==> src/uart_frame_pkg.sv <==
// uart frame format definitions
`default_nettype none

package uart_frame_pkg;

    // fixed data word, no programmable size
    localparam int DATA_BITS = 8;

    // baud ticks per serial bit
    localparam int SAMPLES = 8;

    typedef logic [DATA_BITS-1:0] uart_word_t;

    // run-time parity selection
    typedef enum logic [1:0] {
        PARITY_NONE = 2'b00,
        PARITY_ODD  = 2'b01,
        PARITY_EVEN = 2'b10
    } parity_mode_t;

    // tick position inside one bit
    typedef logic [$clog2(SAMPLES+1)-1:0] sample_cnt_t;

    // index of the data bit in flight
    typedef logic [3:0] bit_cnt_t;

endpackage

`default_nettype wire

==> src/uart_path_pkg.sv <==
// uart buffering and pacing definitions
`default_nettype none

package uart_path_pkg;

    // fifo address width, depth is 2**FIFO_AW
    localparam int FIFO_AW = 4;

    // read and write pointers wrap at the depth
    typedef logic [FIFO_AW-1:0] fifo_ptr_t;

    // baud divider, tick every prescale+1 clocks
    typedef logic [15:0] prescale_t;

    // one bit per transmit client, req and grant
    typedef logic [1:0] client_vec_t;

endpackage

`default_nettype wire

==> src/baud_gen.sv <==
// baud tick generator
`default_nettype none
`timescale 1ns/1ps

module baud_gen (
    input  wire                            clk,
    input  wire                            rst_n,
    input  wire                            en,
    input  wire uart_path_pkg::prescale_t  prescale,
    output logic                           tick
);
    import uart_path_pkg::*;

    prescale_t cnt;

    // wrap point, also catches a prescale lowered below cnt
    assign tick = en && (cnt >= prescale);

    always_ff @(posedge clk or negedge rst_n) begin
        if (!rst_n)
            cnt <= '0;
        else if (en)
            cnt <= (cnt >= prescale) ? '0 : cnt + 1'b1;
    end

endmodule

`default_nettype wire

==> src/uart_core.sv <==
// uart with shared transmit path
`default_nettype none
`timescale 1ns/1ps

module uart_core (
    input  wire                                clk,
    input  wire                                rst_n,
    input  wire                                en,
    input  wire uart_path_pkg::prescale_t      prescale,
    input  wire uart_frame_pkg::parity_mode_t  parity_mode,
    input  wire                                two_stop,
    input  wire                                loopback_en,
    input  wire uart_path_pkg::client_vec_t    req,
    input  wire uart_frame_pkg::uart_word_t    wdata0,
    input  wire                                wr0,
    input  wire uart_frame_pkg::uart_word_t    wdata1,
    input  wire                                wr1,
    input  wire                                rd,
    input  wire                                rx,
    output uart_path_pkg::client_vec_t         grant,
    output logic                               tx_empty,
    output logic                               tx_full,
    output uart_frame_pkg::uart_word_t         rdata,
    output logic                               rx_empty,
    output logic                               rx_full,
    output logic                               parity_error,
    output logic                               frame_error,
    output logic                               tx
);
    import uart_frame_pkg::*;

    uart_word_t arb_wdata;
    uart_word_t tx_head;
    uart_word_t rx_word;
    logic       arb_wr;
    logic       tx_done;
    logic       rx_done;
    logic       baud_tick;
    logic       rx_in;

    // receiver listens to our own tx in loopback
    assign rx_in = loopback_en ? tx : rx;

    uart_tx_arbiter u_arbiter (
        .clk(clk), .rst_n(rst_n), .req(req), .tx_empty(tx_empty),
        .wdata0(wdata0), .wdata1(wdata1), .wr0(wr0), .wr1(wr1),
        .grant(grant), .wdata(arb_wdata), .wr(arb_wr)
    );

    // popped by the transmitter at the end of each frame
    uart_fifo #(.DW(DATA_BITS)) tx_fifo (
        .clk(clk), .rst_n(rst_n), .wr(arb_wr), .rd(tx_done), .wdata(arb_wdata),
        .rdata(tx_head), .empty(tx_empty), .full(tx_full)
    );

    baud_gen u_baud_gen (
        .clk(clk), .rst_n(rst_n), .en(en), .prescale(prescale), .tick(baud_tick)
    );

    // any queued word starts a frame
    uart_tx u_tx (
        .clk(clk), .rst_n(rst_n), .tick(baud_tick), .start(!tx_empty), .din(tx_head),
        .parity_mode(parity_mode), .two_stop(two_stop), .tx(tx), .done(tx_done)
    );

    uart_rx u_rx (
        .clk(clk), .rst_n(rst_n), .tick(baud_tick), .rx(rx_in),
        .parity_mode(parity_mode), .two_stop(two_stop), .dout(rx_word),
        .done(rx_done), .parity_error(parity_error), .frame_error(frame_error)
    );

    // full rx fifo silently drops new words
    uart_fifo #(.DW(DATA_BITS)) rx_fifo (
        .clk(clk), .rst_n(rst_n), .wr(rx_done), .rd(rd), .wdata(rx_word),
        .rdata(rdata), .empty(rx_empty), .full(rx_full)
    );

endmodule

`default_nettype wire

==> src/uart_fifo.sv <==
// first-word-fall-through fifo
`default_nettype none
`timescale 1ns/1ps

module uart_fifo #(
    parameter int DW = 8
) (
    input  wire           clk,
    input  wire           rst_n,
    input  wire           wr,
    input  wire           rd,
    input  wire [DW-1:0]  wdata,
    output logic [DW-1:0] rdata,
    output logic          empty,
    output logic          full
);
    import uart_path_pkg::*;

    localparam int DEPTH = 2**FIFO_AW;

    logic [DW-1:0] mem [DEPTH];

    fifo_ptr_t wr_ptr;
    fifo_ptr_t rd_ptr;
    fifo_ptr_t wr_ptr_inc;
    fifo_ptr_t rd_ptr_inc;
    logic      do_wr;
    logic      do_rd;

    // full drops writes, empty drops reads
    assign do_wr = wr && !full;
    assign do_rd = rd && !empty;

    assign wr_ptr_inc = wr_ptr + 1'b1;
    assign rd_ptr_inc = rd_ptr + 1'b1;

    // head word always on the read side
    assign rdata = mem[rd_ptr];

    // storage
    always_ff @(posedge clk) begin
        if (do_wr)
            mem[wr_ptr] <= wdata;
    end

    always_ff @(posedge clk or negedge rst_n) begin
        if (!rst_n) begin
            wr_ptr <= '0;
            rd_ptr <= '0;
            empty  <= 1'b1;
            full   <= 1'b0;
        end else begin
            case ({do_wr, do_rd})
                2'b10: begin
                    wr_ptr <= wr_ptr_inc;
                    empty  <= 1'b0;
                    // caught up with the reader
                    full   <= (wr_ptr_inc == rd_ptr);
                end
                2'b01: begin
                    rd_ptr <= rd_ptr_inc;
                    full   <= 1'b0;
                    empty  <= (rd_ptr_inc == wr_ptr);
                end
                // neither empty nor full here, occupancy unchanged
                2'b11: begin
                    wr_ptr <= wr_ptr_inc;
                    rd_ptr <= rd_ptr_inc;
                end
                default: ;
            endcase
        end
    end

endmodule

`default_nettype wire

==> src/uart_rx.sv <==
// uart deserializer
`default_nettype none
`timescale 1ns/1ps

module uart_rx (
    input  wire                                clk,
    input  wire                                rst_n,
    input  wire                                tick,
    input  wire                                rx,
    input  wire uart_frame_pkg::parity_mode_t  parity_mode,
    input  wire                                two_stop,
    output uart_frame_pkg::uart_word_t         dout,
    output logic                               done,
    output logic                               parity_error,
    output logic                               frame_error
);
    import uart_frame_pkg::*;

    typedef enum logic [2:0] {
        RX_IDLE,
        RX_START,
        RX_DATA,
        RX_PARITY,
        RX_STOP0,
        RX_STOP1
    } rx_state_t;

    rx_state_t   state;
    rx_state_t   state_next;
    sample_cnt_t smp;
    sample_cnt_t smp_next;
    bit_cnt_t    nbit;
    bit_cnt_t    nbit_next;
    logic        rx_meta;
    logic        rx_s;
    logic        half_end;
    logic        bit_end;
    logic        par_exp;
    logic        par_flag;
    logic        stop_flag;

    // middle of the start bit, then middle of each later bit
    assign half_end = tick && (smp == sample_cnt_t'(SAMPLES/2 - 1));
    assign bit_end  = tick && (smp == sample_cnt_t'(SAMPLES - 1));

    // expected parity over the word just shifted in
    assign par_exp = (^dout) ^ (parity_mode == PARITY_ODD);

    always_comb begin
        state_next = state;
        smp_next   = smp;
        nbit_next  = nbit;
        done       = 1'b0;
        if (state != RX_IDLE && tick)
            smp_next = (half_end && state == RX_START) || bit_end ? '0 : smp + 1'b1;
        case (state)
            RX_IDLE: begin
                smp_next = '0;
                if (tick && !rx_s)
                    state_next = RX_START;
            end
            // line back high at half a bit, treat as noise
            RX_START: begin
                if (half_end) begin
                    state_next = rx_s ? RX_IDLE : RX_DATA;
                    nbit_next  = '0;
                end
            end
            RX_DATA: begin
                if (bit_end) begin
                    if (nbit == bit_cnt_t'(DATA_BITS - 1))
                        state_next = (parity_mode == PARITY_NONE) ? RX_STOP0 : RX_PARITY;
                    else
                        nbit_next = nbit + 1'b1;
                end
            end
            RX_PARITY: if (bit_end) state_next = RX_STOP0;
            RX_STOP0: begin
                if (bit_end) begin
                    state_next = two_stop ? RX_STOP1 : RX_IDLE;
                    done       = !two_stop;
                end
            end
            RX_STOP1: begin
                if (bit_end) begin
                    state_next = RX_IDLE;
                    done       = 1'b1;
                end
            end
            default: state_next = RX_IDLE;
        endcase
    end

    always_ff @(posedge clk or negedge rst_n) begin
        if (!rst_n) begin
            // sync chain starts at the idle level
            rx_meta   <= 1'b1;
            rx_s      <= 1'b1;
            state     <= RX_IDLE;
            smp       <= '0;
            nbit      <= '0;
            par_flag  <= 1'b0;
            stop_flag <= 1'b0;
        end else begin
            rx_meta <= rx;
            rx_s    <= rx_meta;
            state   <= state_next;
            smp     <= smp_next;
            nbit    <= nbit_next;
            if (state == RX_IDLE) begin
                par_flag  <= 1'b0;
                stop_flag <= 1'b0;
            end else if (bit_end && state == RX_PARITY) begin
                par_flag <= rx_s ^ par_exp;
            end else if (bit_end && state == RX_STOP0) begin
                // first of two stop bits
                stop_flag <= !rx_s;
            end
        end
    end

    // lsb arrives first, shift in from the top
    always_ff @(posedge clk) begin
        if (state == RX_DATA && bit_end)
            dout <= {rx_s, dout[DATA_BITS-1:1]};
    end

    // error pulses line up with done
    assign parity_error = done && par_flag;
    assign frame_error  = done && (stop_flag || !rx_s);

endmodule

`default_nettype wire

==> src/uart_tx.sv <==
// uart serializer
`default_nettype none
`timescale 1ns/1ps

module uart_tx (
    input  wire                                clk,
    input  wire                                rst_n,
    input  wire                                tick,
    input  wire                                start,
    input  wire uart_frame_pkg::uart_word_t    din,
    input  wire uart_frame_pkg::parity_mode_t  parity_mode,
    input  wire                                two_stop,
    output logic                               tx,
    output logic                               done
);
    import uart_frame_pkg::*;

    typedef enum logic [2:0] {
        TX_IDLE,
        TX_START,
        TX_DATA,
        TX_PARITY,
        TX_STOP0,
        TX_STOP1
    } tx_state_t;

    tx_state_t   state;
    tx_state_t   state_next;
    sample_cnt_t smp;
    sample_cnt_t smp_next;
    bit_cnt_t    nbit;
    bit_cnt_t    nbit_next;
    uart_word_t  shift;
    logic        par_bit;
    logic        tx_next;
    logic        load;
    logic        bit_end;

    // last tick of the current bit
    assign bit_end = tick && (smp == sample_cnt_t'(SAMPLES - 1));
    assign load    = (state == TX_IDLE) && start;

    always_comb begin
        state_next = state;
        smp_next   = smp;
        nbit_next  = nbit;
        tx_next    = 1'b1;
        done       = 1'b0;
        if (state != TX_IDLE && tick)
            smp_next = bit_end ? '0 : smp + 1'b1;
        case (state)
            TX_IDLE: begin
                smp_next = '0;
                if (start)
                    state_next = TX_START;
            end
            // start bit, full bit time like the rest
            TX_START: begin
                tx_next = 1'b0;
                if (bit_end) begin
                    state_next = TX_DATA;
                    nbit_next  = '0;
                end
            end
            // lsb first
            TX_DATA: begin
                tx_next = shift[0];
                if (bit_end) begin
                    if (nbit == bit_cnt_t'(DATA_BITS - 1))
                        state_next = (parity_mode == PARITY_NONE) ? TX_STOP0 : TX_PARITY;
                    else
                        nbit_next = nbit + 1'b1;
                end
            end
            TX_PARITY: begin
                tx_next = par_bit;
                if (bit_end) state_next = TX_STOP0;
            end
            TX_STOP0: begin
                if (bit_end) begin
                    state_next = two_stop ? TX_STOP1 : TX_IDLE;
                    done       = !two_stop;
                end
            end
            TX_STOP1: begin
                if (bit_end) begin
                    state_next = TX_IDLE;
                    done       = 1'b1;
                end
            end
            default: state_next = TX_IDLE;
        endcase
    end

    always_ff @(posedge clk or negedge rst_n) begin
        if (!rst_n) begin
            state <= TX_IDLE;
            smp   <= '0;
            nbit  <= '0;
            // line idles high
            tx    <= 1'b1;
        end else begin
            state <= state_next;
            smp   <= smp_next;
            nbit  <= nbit_next;
            tx    <= tx_next;
        end
    end

    // word and its parity captured at load, then shifted out
    always_ff @(posedge clk) begin
        if (load) begin
            shift   <= din;
            par_bit <= (^din) ^ (parity_mode == PARITY_ODD);
        end else if (state == TX_DATA && bit_end) begin
            shift <= shift >> 1;
        end
    end

endmodule

`default_nettype wire

==> src/uart_tx_arbiter.sv <==
// transmit path arbiter
`default_nettype none
`timescale 1ns/1ps

module uart_tx_arbiter (
    input  wire                              clk,
    input  wire                              rst_n,
    input  wire uart_path_pkg::client_vec_t  req,
    input  wire                              tx_empty,
    input  wire uart_frame_pkg::uart_word_t  wdata0,
    input  wire uart_frame_pkg::uart_word_t  wdata1,
    input  wire                              wr0,
    input  wire                              wr1,
    output uart_path_pkg::client_vec_t       grant,
    output uart_frame_pkg::uart_word_t       wdata,
    output logic                             wr
);
    import uart_path_pkg::*;

    typedef enum logic [1:0] {
        ARB_IDLE,
        ARB_GRANT0,
        ARB_GRANT1
    } arb_state_t;

    arb_state_t  state;
    arb_state_t  state_next;
    client_vec_t grant_next;

    // only hand out the path once the tx fifo has drained
    // client 0 wins a tie
    always_comb begin
        state_next = state;
        case (state)
            ARB_IDLE: begin
                if (tx_empty && req[0])
                    state_next = ARB_GRANT0;
                else if (tx_empty && req[1])
                    state_next = ARB_GRANT1;
            end
            // hold until the owner lets go of req
            ARB_GRANT0: if (!req[0]) state_next = ARB_IDLE;
            ARB_GRANT1: if (!req[1]) state_next = ARB_IDLE;
            default:    state_next = ARB_IDLE;
        endcase
    end

    // grant decoded from the registered state
    always_comb begin
        case (state)
            ARB_GRANT0: grant_next = 2'b01;
            ARB_GRANT1: grant_next = 2'b10;
            default:    grant_next = 2'b00;
        endcase
    end

    always_ff @(posedge clk or negedge rst_n) begin
        if (!rst_n) begin
            state <= ARB_IDLE;
            grant <= '0;
        end else begin
            state <= state_next;
            grant <= grant_next;
        end
    end

    // write port mux, nothing passes without a grant
    always_comb begin
        case (grant)
            2'b01: begin
                wdata = wdata0;
                wr    = wr0;
            end
            2'b10: begin
                wdata = wdata1;
                wr    = wr1;
            end
            default: begin
                wdata = '0;
                wr    = 1'b0;
            end
        endcase
    end

endmodule

`default_nettype wire

==> config.mk <==
export PLATFORM = sky130hd
export DESIGN_NAME = uart_core
export DESIGN_NICKNAME = d
export VERILOG_FILES = /design/src/uart_frame_pkg.sv /design/src/uart_path_pkg.sv /design/src/baud_gen.sv /design/src/uart_core.sv /design/src/uart_fifo.sv /design/src/uart_rx.sv /design/src/uart_tx.sv /design/src/uart_tx_arbiter.sv
export SDC_FILE = /design/constraint.sdc
export NUM_CORES = 1
export LEC_CHECK = 0
export BUFFER_PORTS_ARGS = -buffer_cell sky130_fd_sc_hd__buf_2
export CORE_UTILIZATION = 50
export DETAILED_ROUTE_END_ITERATION = 8
export HOLD_SLACK_MARGIN = 0.08
export PLACE_DENSITY = 0.67
export SLEW_MARGIN = 30
export SYNTH_ARGS = -nofsm -noshare
export SYNTH_HDL_FRONTEND = slang
export SYNTH_SLANG_ARGS = --single-unit
==> constraint.sdc <==
create_clock -name clk -period 4.5 [get_ports clk]
set_input_delay 0.225 -clock clk [delete_from_list [all_inputs] [get_ports clk]]
set_output_delay 0.225 -clock clk [all_outputs]
set_load 0.02 [all_outputs]
==> results of run 1 <==
-- critical path, cell delays in order, from the launching register on --
cell,delay [ns]
dfrtp_1,0.42
ha_1,0.31
and3_1,0.16
o21ai_1,0.06
a31oi_1,0.17
o31ai_1,0.16
a211oi_2,0.47
and3b_1,0.59
inv_2,0.12
nor2_1,0.63
-- final cells by class --
class	instances	area (sq um)	share of cell area (%)
clock buffers	48	956	5.67
clock inverters	13	96.3	0.571
inverters	37	139	0.824
multi-input cells	572	4800	28.5
flip-flops and latches	340	9880	58.6
well taps	390	488	2.89
repair buffers	81	502	2.98
-- stage by stage --
step | setup slack [ns] | util, % | total power, mW | hold WS [ns] | std cells
2_1_floorplan | 1.14 | - | 4.42 | -0.0706 | 993
3_3_place_gp | 1.11 | 53.2 | 4.76 | 0.353 | 1414
3_5_place_dp | 1.05 | 53.2 | 4.77 | 0.353 | 1414
4_1_cts | 1.02 | 57.0 | 7.45 | 0.148 | 1481
5_1_grt | 0.778 | 57.0 | 7.67 | 0.199 | 1481
6_report | 1.03 | 57.0 | 7.39 | 0.165 | 1481
-- worst paths after layout --
check	end	slack, ns	cells past startpoint
worst max-delay path	rx_fifo.mem[15][7]	1.03	9
worst min-delay path	u_rx.state[1]	0.17	5
worst max register to register	rx_fifo.mem[15][7]	1.03	9
worst min register to register	u_rx.rx_s	0.36	0
max in group asynchronous	rx_fifo.rd_ptr[0]	3.70	2
min in group asynchronous	u_arbiter.grant[1]	0.26	2
-- logic make-up after synthesis --
group / share of synthesized area (%)
XOR/XNOR: 3.55
AND/OR/NAND/NOR: 7.89
AO/OA/AOI/OAI: 5.75
adder cells (fa/ha/maj): 3.09
flip-flops: 65.9
multiplexers: 11.5
buffers and inverters: 2.33
-- placed cells by master, fill, tap and decap left out, types with 12 or more instances in the layout --
master and n:
xnor2_1 34, mux4_2 48, a22oi_1 26, mux2i_1 31
nand3_1 19, xor2_1 23, o21ai_0 27, dfrtp_1 60
nand2_1 61, nor2b_1 15, nor3_1 15, buf_2 60
inv_1 35, buf_4 12, edfxtp_1 273, mux2_2 18
nor2_1 61, ha_1 37, and3_1 18, a21oi_1 21
clkbuf_16 36, o21ai_1 12
-- repair_timing --
action,4_1_cts,5_1_grt
resized for setup,0,0
hold buffers,6,0
hold endpoints to repair,68,0
-- where the power goes --
| part | internal [mW] | switching (mW) |
|---|---|---|
| logic | 0.525 | 0.648 |
| registers | 3.41 | 0.123 |
| clock network | 1.51 | 1.18 |
-- sequential cells by signal, indices dropped and copies added (netlist names), 8 cells and up --
name / cells
u_rx.dout: 8
tx_fifo.mem: 128
u_tx.shift: 8
rx_fifo.mem: 128
u_baud_gen.cnt: 16
-- metal layers --
layer / vias to the layer above / wire [microns]
met5: - / 0
met4: 0 / 622
met3: 47 / 1120
met2: 184 / 14100
met1: 4181 / 12900
li1: 3936 / -
==> metrics, run 1 <==
CP Class reg -> reg; synth unique cells 61; r2r startpoint u_baud_gen.cnt[2]; CORE AREA 0.0296 sq mm; vias in the first global route 8282; Clock transition at path regs 0.06 ns; Final Critical Period 3.47 ns; global-route wire length before repair 45.9 mm; Synth Flop Type edfxtp_1; Die Span Y 175 microns; DR WL/cell 19.4 microns; cts bufs inserted 36; largest area contributor in the synthesized netlist edfxtp_1; Syn Nets 1075; Pleak 6.43 nW; Post-Route WL 28.8 mm; Critical Path Fanout Max 18; Ant. Diodes 0; top-count cell post-synth edfxtp_1; most frequent cells after synthesis 273 x edfxtp_1, 68 x nor2_1, 62 x dfrtp_1; routed vias 8348; Area after DPL 0.0157 sq mm; Mapped Cells 993; gr busiest metal met2; post-CTS setup buffer count 0; # H-tree levels 2; vias per cell 5.64; DR iter-0 viols 640; layout cell share with drive strength beyond 1 19.2%; grt met1 use 26.6%; GRT met3 Usage 2.74%; Worst Tran Pin Value 0.882 ns; Peak VDD IR 0.381 mV; CTS tree yes; Synth Register Bits 340; slew margin rel. 41.0%; Synth Area per Inst 15.1 sq um; routability cong. 0.796; crit path DAT 3.61 ns; Die Area 0.0307 sq mm; Skew-Pair Late Insertion Delay 0.52 ns; synthesized area 0.0150 sq mm; hold crit path type in -> reg; die width 175 microns; DR pass1 iterations 5; hpwl dp 18.8 mm; final-stage net count 1150; Yosys warning count 0; final setup violation count 0; met2 global-route usage 32.3%; Pwr Density 438 mW/mm^2; filler cell count 2343; number of routed nets with antenna violations 0; I/O Pins 62; GRT Overall Usage 19.4%; part of the cycle the worst path needs 77.1%; largest cells by area after synthesis edfxtp_1 55%, dfrtp_1 10%, mux4_2 7.2%; Max Fclk 288 MHz; CTS Root Cell clkbuf_16; setup tns final 0 ns; Final Skew 0.0107 ns; final hold vios 0; Post-synth EDFFs 273; Port-buffer cells 61; largest net degree at the start of global routing 68; Critical Path RT 4.65 ns; DRC viols 0; Async SR Flop Fraction 19.7%; sequential area share after synthesis 65.9%; Initial Utilization 50.7%; post-synth top area share 54.7%; worst hold start parity_mode[1]; crit path launch u_baud_gen.cnt[2]; unrepaired setup endpoints after global routing false; clock sink count 340; CP Capture Type flip-flop; status complete, no violations; max-slew violations 0; design area 0.0169 sq mm; Worst Setup Start Kind flip-flop; initial antenna violation count 0; area delta synth->final 12.5%; max-cap viol count 0; total grt overflow 0; site row count 63; CTS max path bufs 3
No activity file was read; power rests on OpenSTA's default activity.
==> run 2: changes to the inputs <==
==> constraint.sdc (replaced) <==
create_clock -name clk -period 3.5 [get_ports clk]
set_input_delay 0.175 -clock clk [delete_from_list [all_inputs] [get_ports clk]]
set_output_delay 0.175 -clock clk [all_outputs]
set_load 0.02 [all_outputs]
==> metrics, run 2 (synthesis results as in run 1) <==
final setup violation count 0 (unchanged); CP Class reg -> reg; setup tns final 0 ns (unchanged); total grt overflow 0 (unchanged); met1 wire length 13.0 mm (+0.70%); post-CTS setup buffer count 0 (unchanged); worst path cell trace ha_1, and3_1, o21ai_1, a31oi_1, o31ai_1, a21oi_2, buf_4, nand2_1, o311ai_1, mux2_1; filler cell count 2337 (-0.26%); clock sink count 340 (unchanged); r2r startpoint u_baud_gen.cnt[2]; I/O Pins 62 (unchanged); site row count 63 (unchanged); hpwl dp 19.0 mm (+1.1%); Port-buffer cells 61 (unchanged); WHS Endpoint rx_fifo.rd_ptr[0]; internal reg-to-reg setup slack 0.31 ns (-0.73 ns); Die Span Y 175 microns (unchanged); registers with the most flip-flops rx_fifo.mem (128), tx_fifo.mem (128), u_baud_gen.cnt (16); # H-tree levels 2 (unchanged); max-slew violations 0 (unchanged); slew margin rel. 35.3% (-5.7 points); layout cell share with drive strength beyond 1 20.0% (+0.84 points); CTS Root Cell clkbuf_16; routability cong. 0.783 (-1.7%); Max Fclk 313 MHz (+8.6%); Skew-Pair Late Insertion Delay 0.52 ns (about the same); Hold Crit Depth 3 (-2); Peak VDD IR 0.467 mV (+23%); worst hold start rd; final hold vios 0 (unchanged); Critical Path Fanout Max 32 (+14); WHS 0.134 ns (-0.0317 ns); Final Critical Period 3.19 ns (-0.274 ns); most common cell after layout, fill and taps aside edfxtp_1; Clock transition at path regs 0.06 ns (about the same); CTS max path bufs 3 (unchanged); max-cap viol count 0 (unchanged); Pleak 6.45 nW (+0.31%); CP Capture Type flip-flop; vias in the first global route 8461 (+2.2%); part of the cycle the worst path needs 91.2% (+14 points); Reg2Reg Depth 10 (+1); dpl cells 1424 (+0.71%); routed vias 8437 (+1.1%); Die Area 0.0307 sq mm (unchanged); area delta synth->final 13.5%; DRC viols 0 (unchanged); Pwr Density 570 mW/mm^2 (+30%); CTS tree yes; slowest stage delay, CP 0.51 ns (-0.12 ns); die width 175 microns (unchanged); CP max stage cell o311ai_1; Critical Path RT 3.90 ns (-0.75 ns); vias per cell 5.64 (+0.12%); routed wire length on met2 14.3 mm (+1.4%); Initial Utilization 50.7% (unchanged); Top Layer Used met4; largest net degree at the start of global routing 68 (unchanged); Worst Tran Pin Value 0.967 ns (+0.0850 ns); initial antenna violation count 0 (unchanged); status complete, no violations; Reg area 0.00988 sq mm (unchanged); most frequent cells in the layout 273 x edfxtp_1, 62 x nor2_1, 61 x nand2_1; cts bufs inserted 37 (+2.8%); Worst Setup Start Kind flip-flop; final-stage net count 1161 (+0.96%); global-route wire length before repair 46.6 mm (+1.6%); number of routed nets with antenna violations 0 (unchanged); crit path DAT 3.59 ns (-0.02 ns); unrepaired setup endpoints after global routing false; CORE AREA 0.0296 sq mm (unchanged); GRT Overall Usage 19.7% (+0.38 points); DR pass1 iterations 5 (unchanged); Final Non-Filler Cells 1495 (+0.95%); DR WL/cell 19.6 microns (+1.0%); hold crit path type in -> reg; Ant. Diodes 0 (unchanged); Final Skew 0.0135 ns (+0.00281 ns); DR iter-0 viols 640 (unchanged); R2R Path End u_rx.state[0]; met3 wire length 1.31 mm (+17%); Post-Route WL 29.3 mm (+2.0%); area of the multi-input gates 0.00479 sq mm (-0.10%)
run 2: cell type report:
cell class,count,area share (%)
clock buffer,45,5.62
clock inverter,20,0.978
inverter,37,0.816
multi-input combinational,572,28.2
sequential,340,58.1
tap,390,2.87
timing repair buffer,91,3.46
run 2: worst max-delay path, delay by kind of cell (launching register included):
kind / cells / cell delay, ns
AOI/OAI and AO/OA: 5 / 1.16
adders and majority gates: 1 / 0.32
DFF: 1 / 0.42
buffers and inverters: 1 / 0.38
and+or+nand+nor: 2 / 0.43
muxes: 1 / 0.36
run 2: power breakdown:
group	internal (mW)	switching [mW]
combinational	0.677	0.898
clock	2.10	1.53
sequential	4.39	0.100
total	7.17	2.52
run 2: worst max-delay path by stage:
stage                       startpoint                end  slack [ns]
finish               u_baud_gen.cnt[2]      u_rx.state[0]        0.31
global route         u_baud_gen.cnt[2]      u_rx.state[0]        0.11
detailed placement   u_baud_gen.cnt[2]  tx_fifo.wr_ptr[1]        0.24
CTS                  u_baud_gen.cnt[2]  tx_fifo.wr_ptr[1]        0.22
floorplan           u_baud_gen.cnt[13]  rx_fifo.mem[3][0]        0.14
global placement     u_baud_gen.cnt[2]  tx_fifo.wr_ptr[1]        0.34
run 2: through the flow:
step / instance area, sq um / setup WS (ns) / utilization (%) / total power [mW]
floorplan: 15000 / 0.136 / - / 5.68
global placement: 15800 / 0.343 / 53.5 / 6.13
detailed placement: 15800 / 0.243 / 53.5 / 6.14
CTS: 17000 / 0.216 / 57.5 / 9.76
global route: 17000 / 0.105 / 57.6 / 10.1
finish: 17000 / 0.307 / 57.6 / 9.69
run 2: per-layer routing:
layer,vias up,GRT usage (%)
met5,-,0
met2,205,32.5
li1,3958,-
met1,4228,27.1
met3,46,3.20
met4,0,5.94
run 2: what timing repair did:
action                                 CTS  global route
setup endpoints to repair                0             1
resized for setup                        0             1
hold buffers                             6             0
endpoints found under the hold margin   69             0
==> run 3: changes to the inputs <==
--- a/config.mk
+++ b/config.mk
@@ -9,6 +9,7 @@
 export CORE_UTILIZATION = 50
 export DETAILED_ROUTE_END_ITERATION = 8
 export HOLD_SLACK_MARGIN = 0.08
+export MAX_ROUTING_LAYER = met4
 export PLACE_DENSITY = 0.67
 export SLEW_MARGIN = 30
 export SYNTH_ARGS = -nofsm -noshare
==> metrics, run 3 (synthesis results as in run 1) <==
Area after DPL 0.0158 sq mm (unchanged); I/O Pins 62 (unchanged); initial antenna violation count 0 (unchanged); Port-buffer cells 61 (unchanged); number of routed nets with antenna violations 0 (unchanged); Skew-Pair Late Insertion Delay 0.52 ns (about the same); Initial Utilization 50.7% (unchanged); most frequent cells in the layout 273 x edfxtp_1, 62 x nor2_1, 61 x nand2_1; crit path DAT 3.58 ns (about the same); GRT Overall Usage 20.4% (+0.65 points); setup tns final 0 ns (unchanged); Final Skew 0.0162 ns (+0.00273 ns); Reg2Reg Depth 10 (unchanged); CP max stage cell o311ai_1; hold crit path type in -> reg; total grt overflow 0 (unchanged); DR iter-0 viols 785 (+23%); Hold Crit Depth 3 (unchanged); max-cap viol count 0 (unchanged); status complete, no violations; CTS tree yes; routed vias 8440 (+0.036%); Max Fclk 314 MHz (+0.27%); filler cell count 2337 (unchanged); CTS Root Cell clkbuf_16; DR pass1 iterations 5 (unchanged); Ant. Diodes 0 (unchanged); global-route wire length before repair 46.7 mm (+0.24%); part of the cycle the worst path needs 91.0% (-0.25 points); site row count 63 (unchanged); Buf+Inv Stages, Crit Path 1 (unchanged); CP Capture Type flip-flop; CORE AREA 0.0296 sq mm (unchanged); Post-Route WL 29.2 mm (-0.50%); Worst Setup Start Kind flip-flop; clock sink count 340 (unchanged); layout cell share with drive strength beyond 1 20.0% (unchanged); worst path cell trace ha_1, and3_1, o21ai_1, a31oi_1, o31ai_1, a21oi_2, buf_4, nand2_1, o311ai_1, mux2_1; die width 175 microns (unchanged); routability cong. 0.794 (+1.4%); slew margin rel. 37.0% (+1.7 points); Peak VDD IR 0.465 mV (-0.58%); area delta synth->final 13.5% (unchanged); r2r startpoint u_baud_gen.cnt[2]; Worst Tran Pin Value 0.941 ns (-0.0258 ns); final setup violation count 0 (unchanged); Critical Path Fanout Max 32 (unchanged); # H-tree levels 2 (unchanged); max-slew violations 0 (unchanged); cts bufs inserted 37 (unchanged); CTS max path bufs 3 (unchanged); Top delay family on crit path compound AO/OA/AOI/OAI gates; slowest stage delay, CP 0.51 ns (about the same); unrepaired setup endpoints after global routing false; post-CTS setup buffer count 0 (unchanged); design area 0.0170 sq mm (unchanged); Die Span Y 175 microns (unchanged); Die Area 0.0307 sq mm (unchanged); vias per cell 5.65 (about the same); final-stage net count 1161 (unchanged); dpl cells 1424 (unchanged); DRC viols 0 (unchanged); CP Class reg -> reg; final hold vios 0 (unchanged); Clock transition at path regs 0.06 ns (about the same); registers with the most flip-flops rx_fifo.mem (128), tx_fifo.mem (128), u_baud_gen.cnt (16); R2R Path End u_rx.state[0]; worst hold start rd; vias in the first global route 8451 (-0.12%); Pwr Density 569 mW/mm^2 (-0.12%); Final Non-Filler Cells 1495 (unchanged); WHS Endpoint rx_fifo.rd_ptr[0]; DR WL/cell 19.5 microns (-0.50%); hpwl dp 19.0 mm (unchanged); Final Critical Period 3.18 ns (-0.00870 ns); Critical Path RT 3.90 ns (about the same); most common cell after layout, fill and taps aside edfxtp_1; largest net degree at the start of global routing 68 (unchanged); Pleak 6.45 nW (unchanged); internal reg-to-reg setup slack 0.32 ns (about the same)
==> run 3: cell counts in the layout (fill, tap and decap cells not counted) <==
Identical to the previous run, type by type.
==> run 3: cell type report <==
cell class / count / area (sq um) / share of cell area [%]
sequential: 340 / 9880 / 58.1
multi-input combinational: 572 / 4790 / 28.2
clock buffer: 45 / 956 / 5.62
timing repair buffer: 91 / 589 / 3.46
tap: 390 / 488 / 2.87
clock inverter: 20 / 166 / 0.978
inverter: 37 / 139 / 0.816
==> run 3: worst reg2reg max path, delay by kind of cell, from the launching register on <==
family / cells / cell delay (ns)
AO/OA/AOI/OAI: 5 / 1.16
flip-flops: 1 / 0.42
adder cells (fa/ha/maj): 1 / 0.32
buffers and inverters: 1 / 0.38
multiplexers: 1 / 0.36
AND/OR/NAND/NOR: 2 / 0.44
==> run 3: worst max path at each step <==
stage	start	to	slack (ns)	cells past startpoint
final	u_baud_gen.cnt[2]	u_rx.state[0]	0.32	10
after global routing	u_baud_gen.cnt[2]	u_rx.state[0]	0.11	10
after CTS	u_baud_gen.cnt[2]	tx_fifo.wr_ptr[1]	0.22	12
after detailed placement	u_baud_gen.cnt[2]	tx_fifo.wr_ptr[1]	0.24	12
after global placement	u_baud_gen.cnt[2]	tx_fifo.wr_ptr[1]	0.34	12
after floorplan	u_baud_gen.cnt[13]	rx_fifo.mem[3][0]	0.14	10
==> run 3: per-stage QoR <==
step	total power [mW]	hold WS, ns	utilization [%]	setup slack (ns)
global placement	6.13	0.359	53.5	0.343
detailed placement	6.14	0.352	53.5	0.243
global route	10.1	0.146	57.6	0.105
finish	9.68	0.131	57.6	0.316
CTS	9.76	0.114	57.5	0.216
floorplan	5.68	-0.121	-	0.136
==> run 3: repair_timing <==
| action | 4_1_cts | 5_1_grt |
|---|---|---|
| hold buffers | 6 | 0 |
| hold endpoints to repair | 69 | 0 |
| setup endpoints to repair | 0 | 1 |
| resized for setup | 0 | 1 |
==> run 3: power by group <==
group          total [mW]  leakage (nW)  switching [mW]  internal, mW
logic                1.57          2.35           0.897         0.677
clock network        3.62         0.550            1.52          2.10
registers            4.49          3.55           0.101          4.39
total                9.68          6.45            2.51          7.17
==> run 3: per-layer routing <==
layer	share of wire [%]	track usage, %	vias to the layer above
li1	-	-	3964
met1	44	27.3	4200
met2	48	32.4	236
met3	5.0	3.20	40
met4	2.4	5.94	0
met5	0	-	-
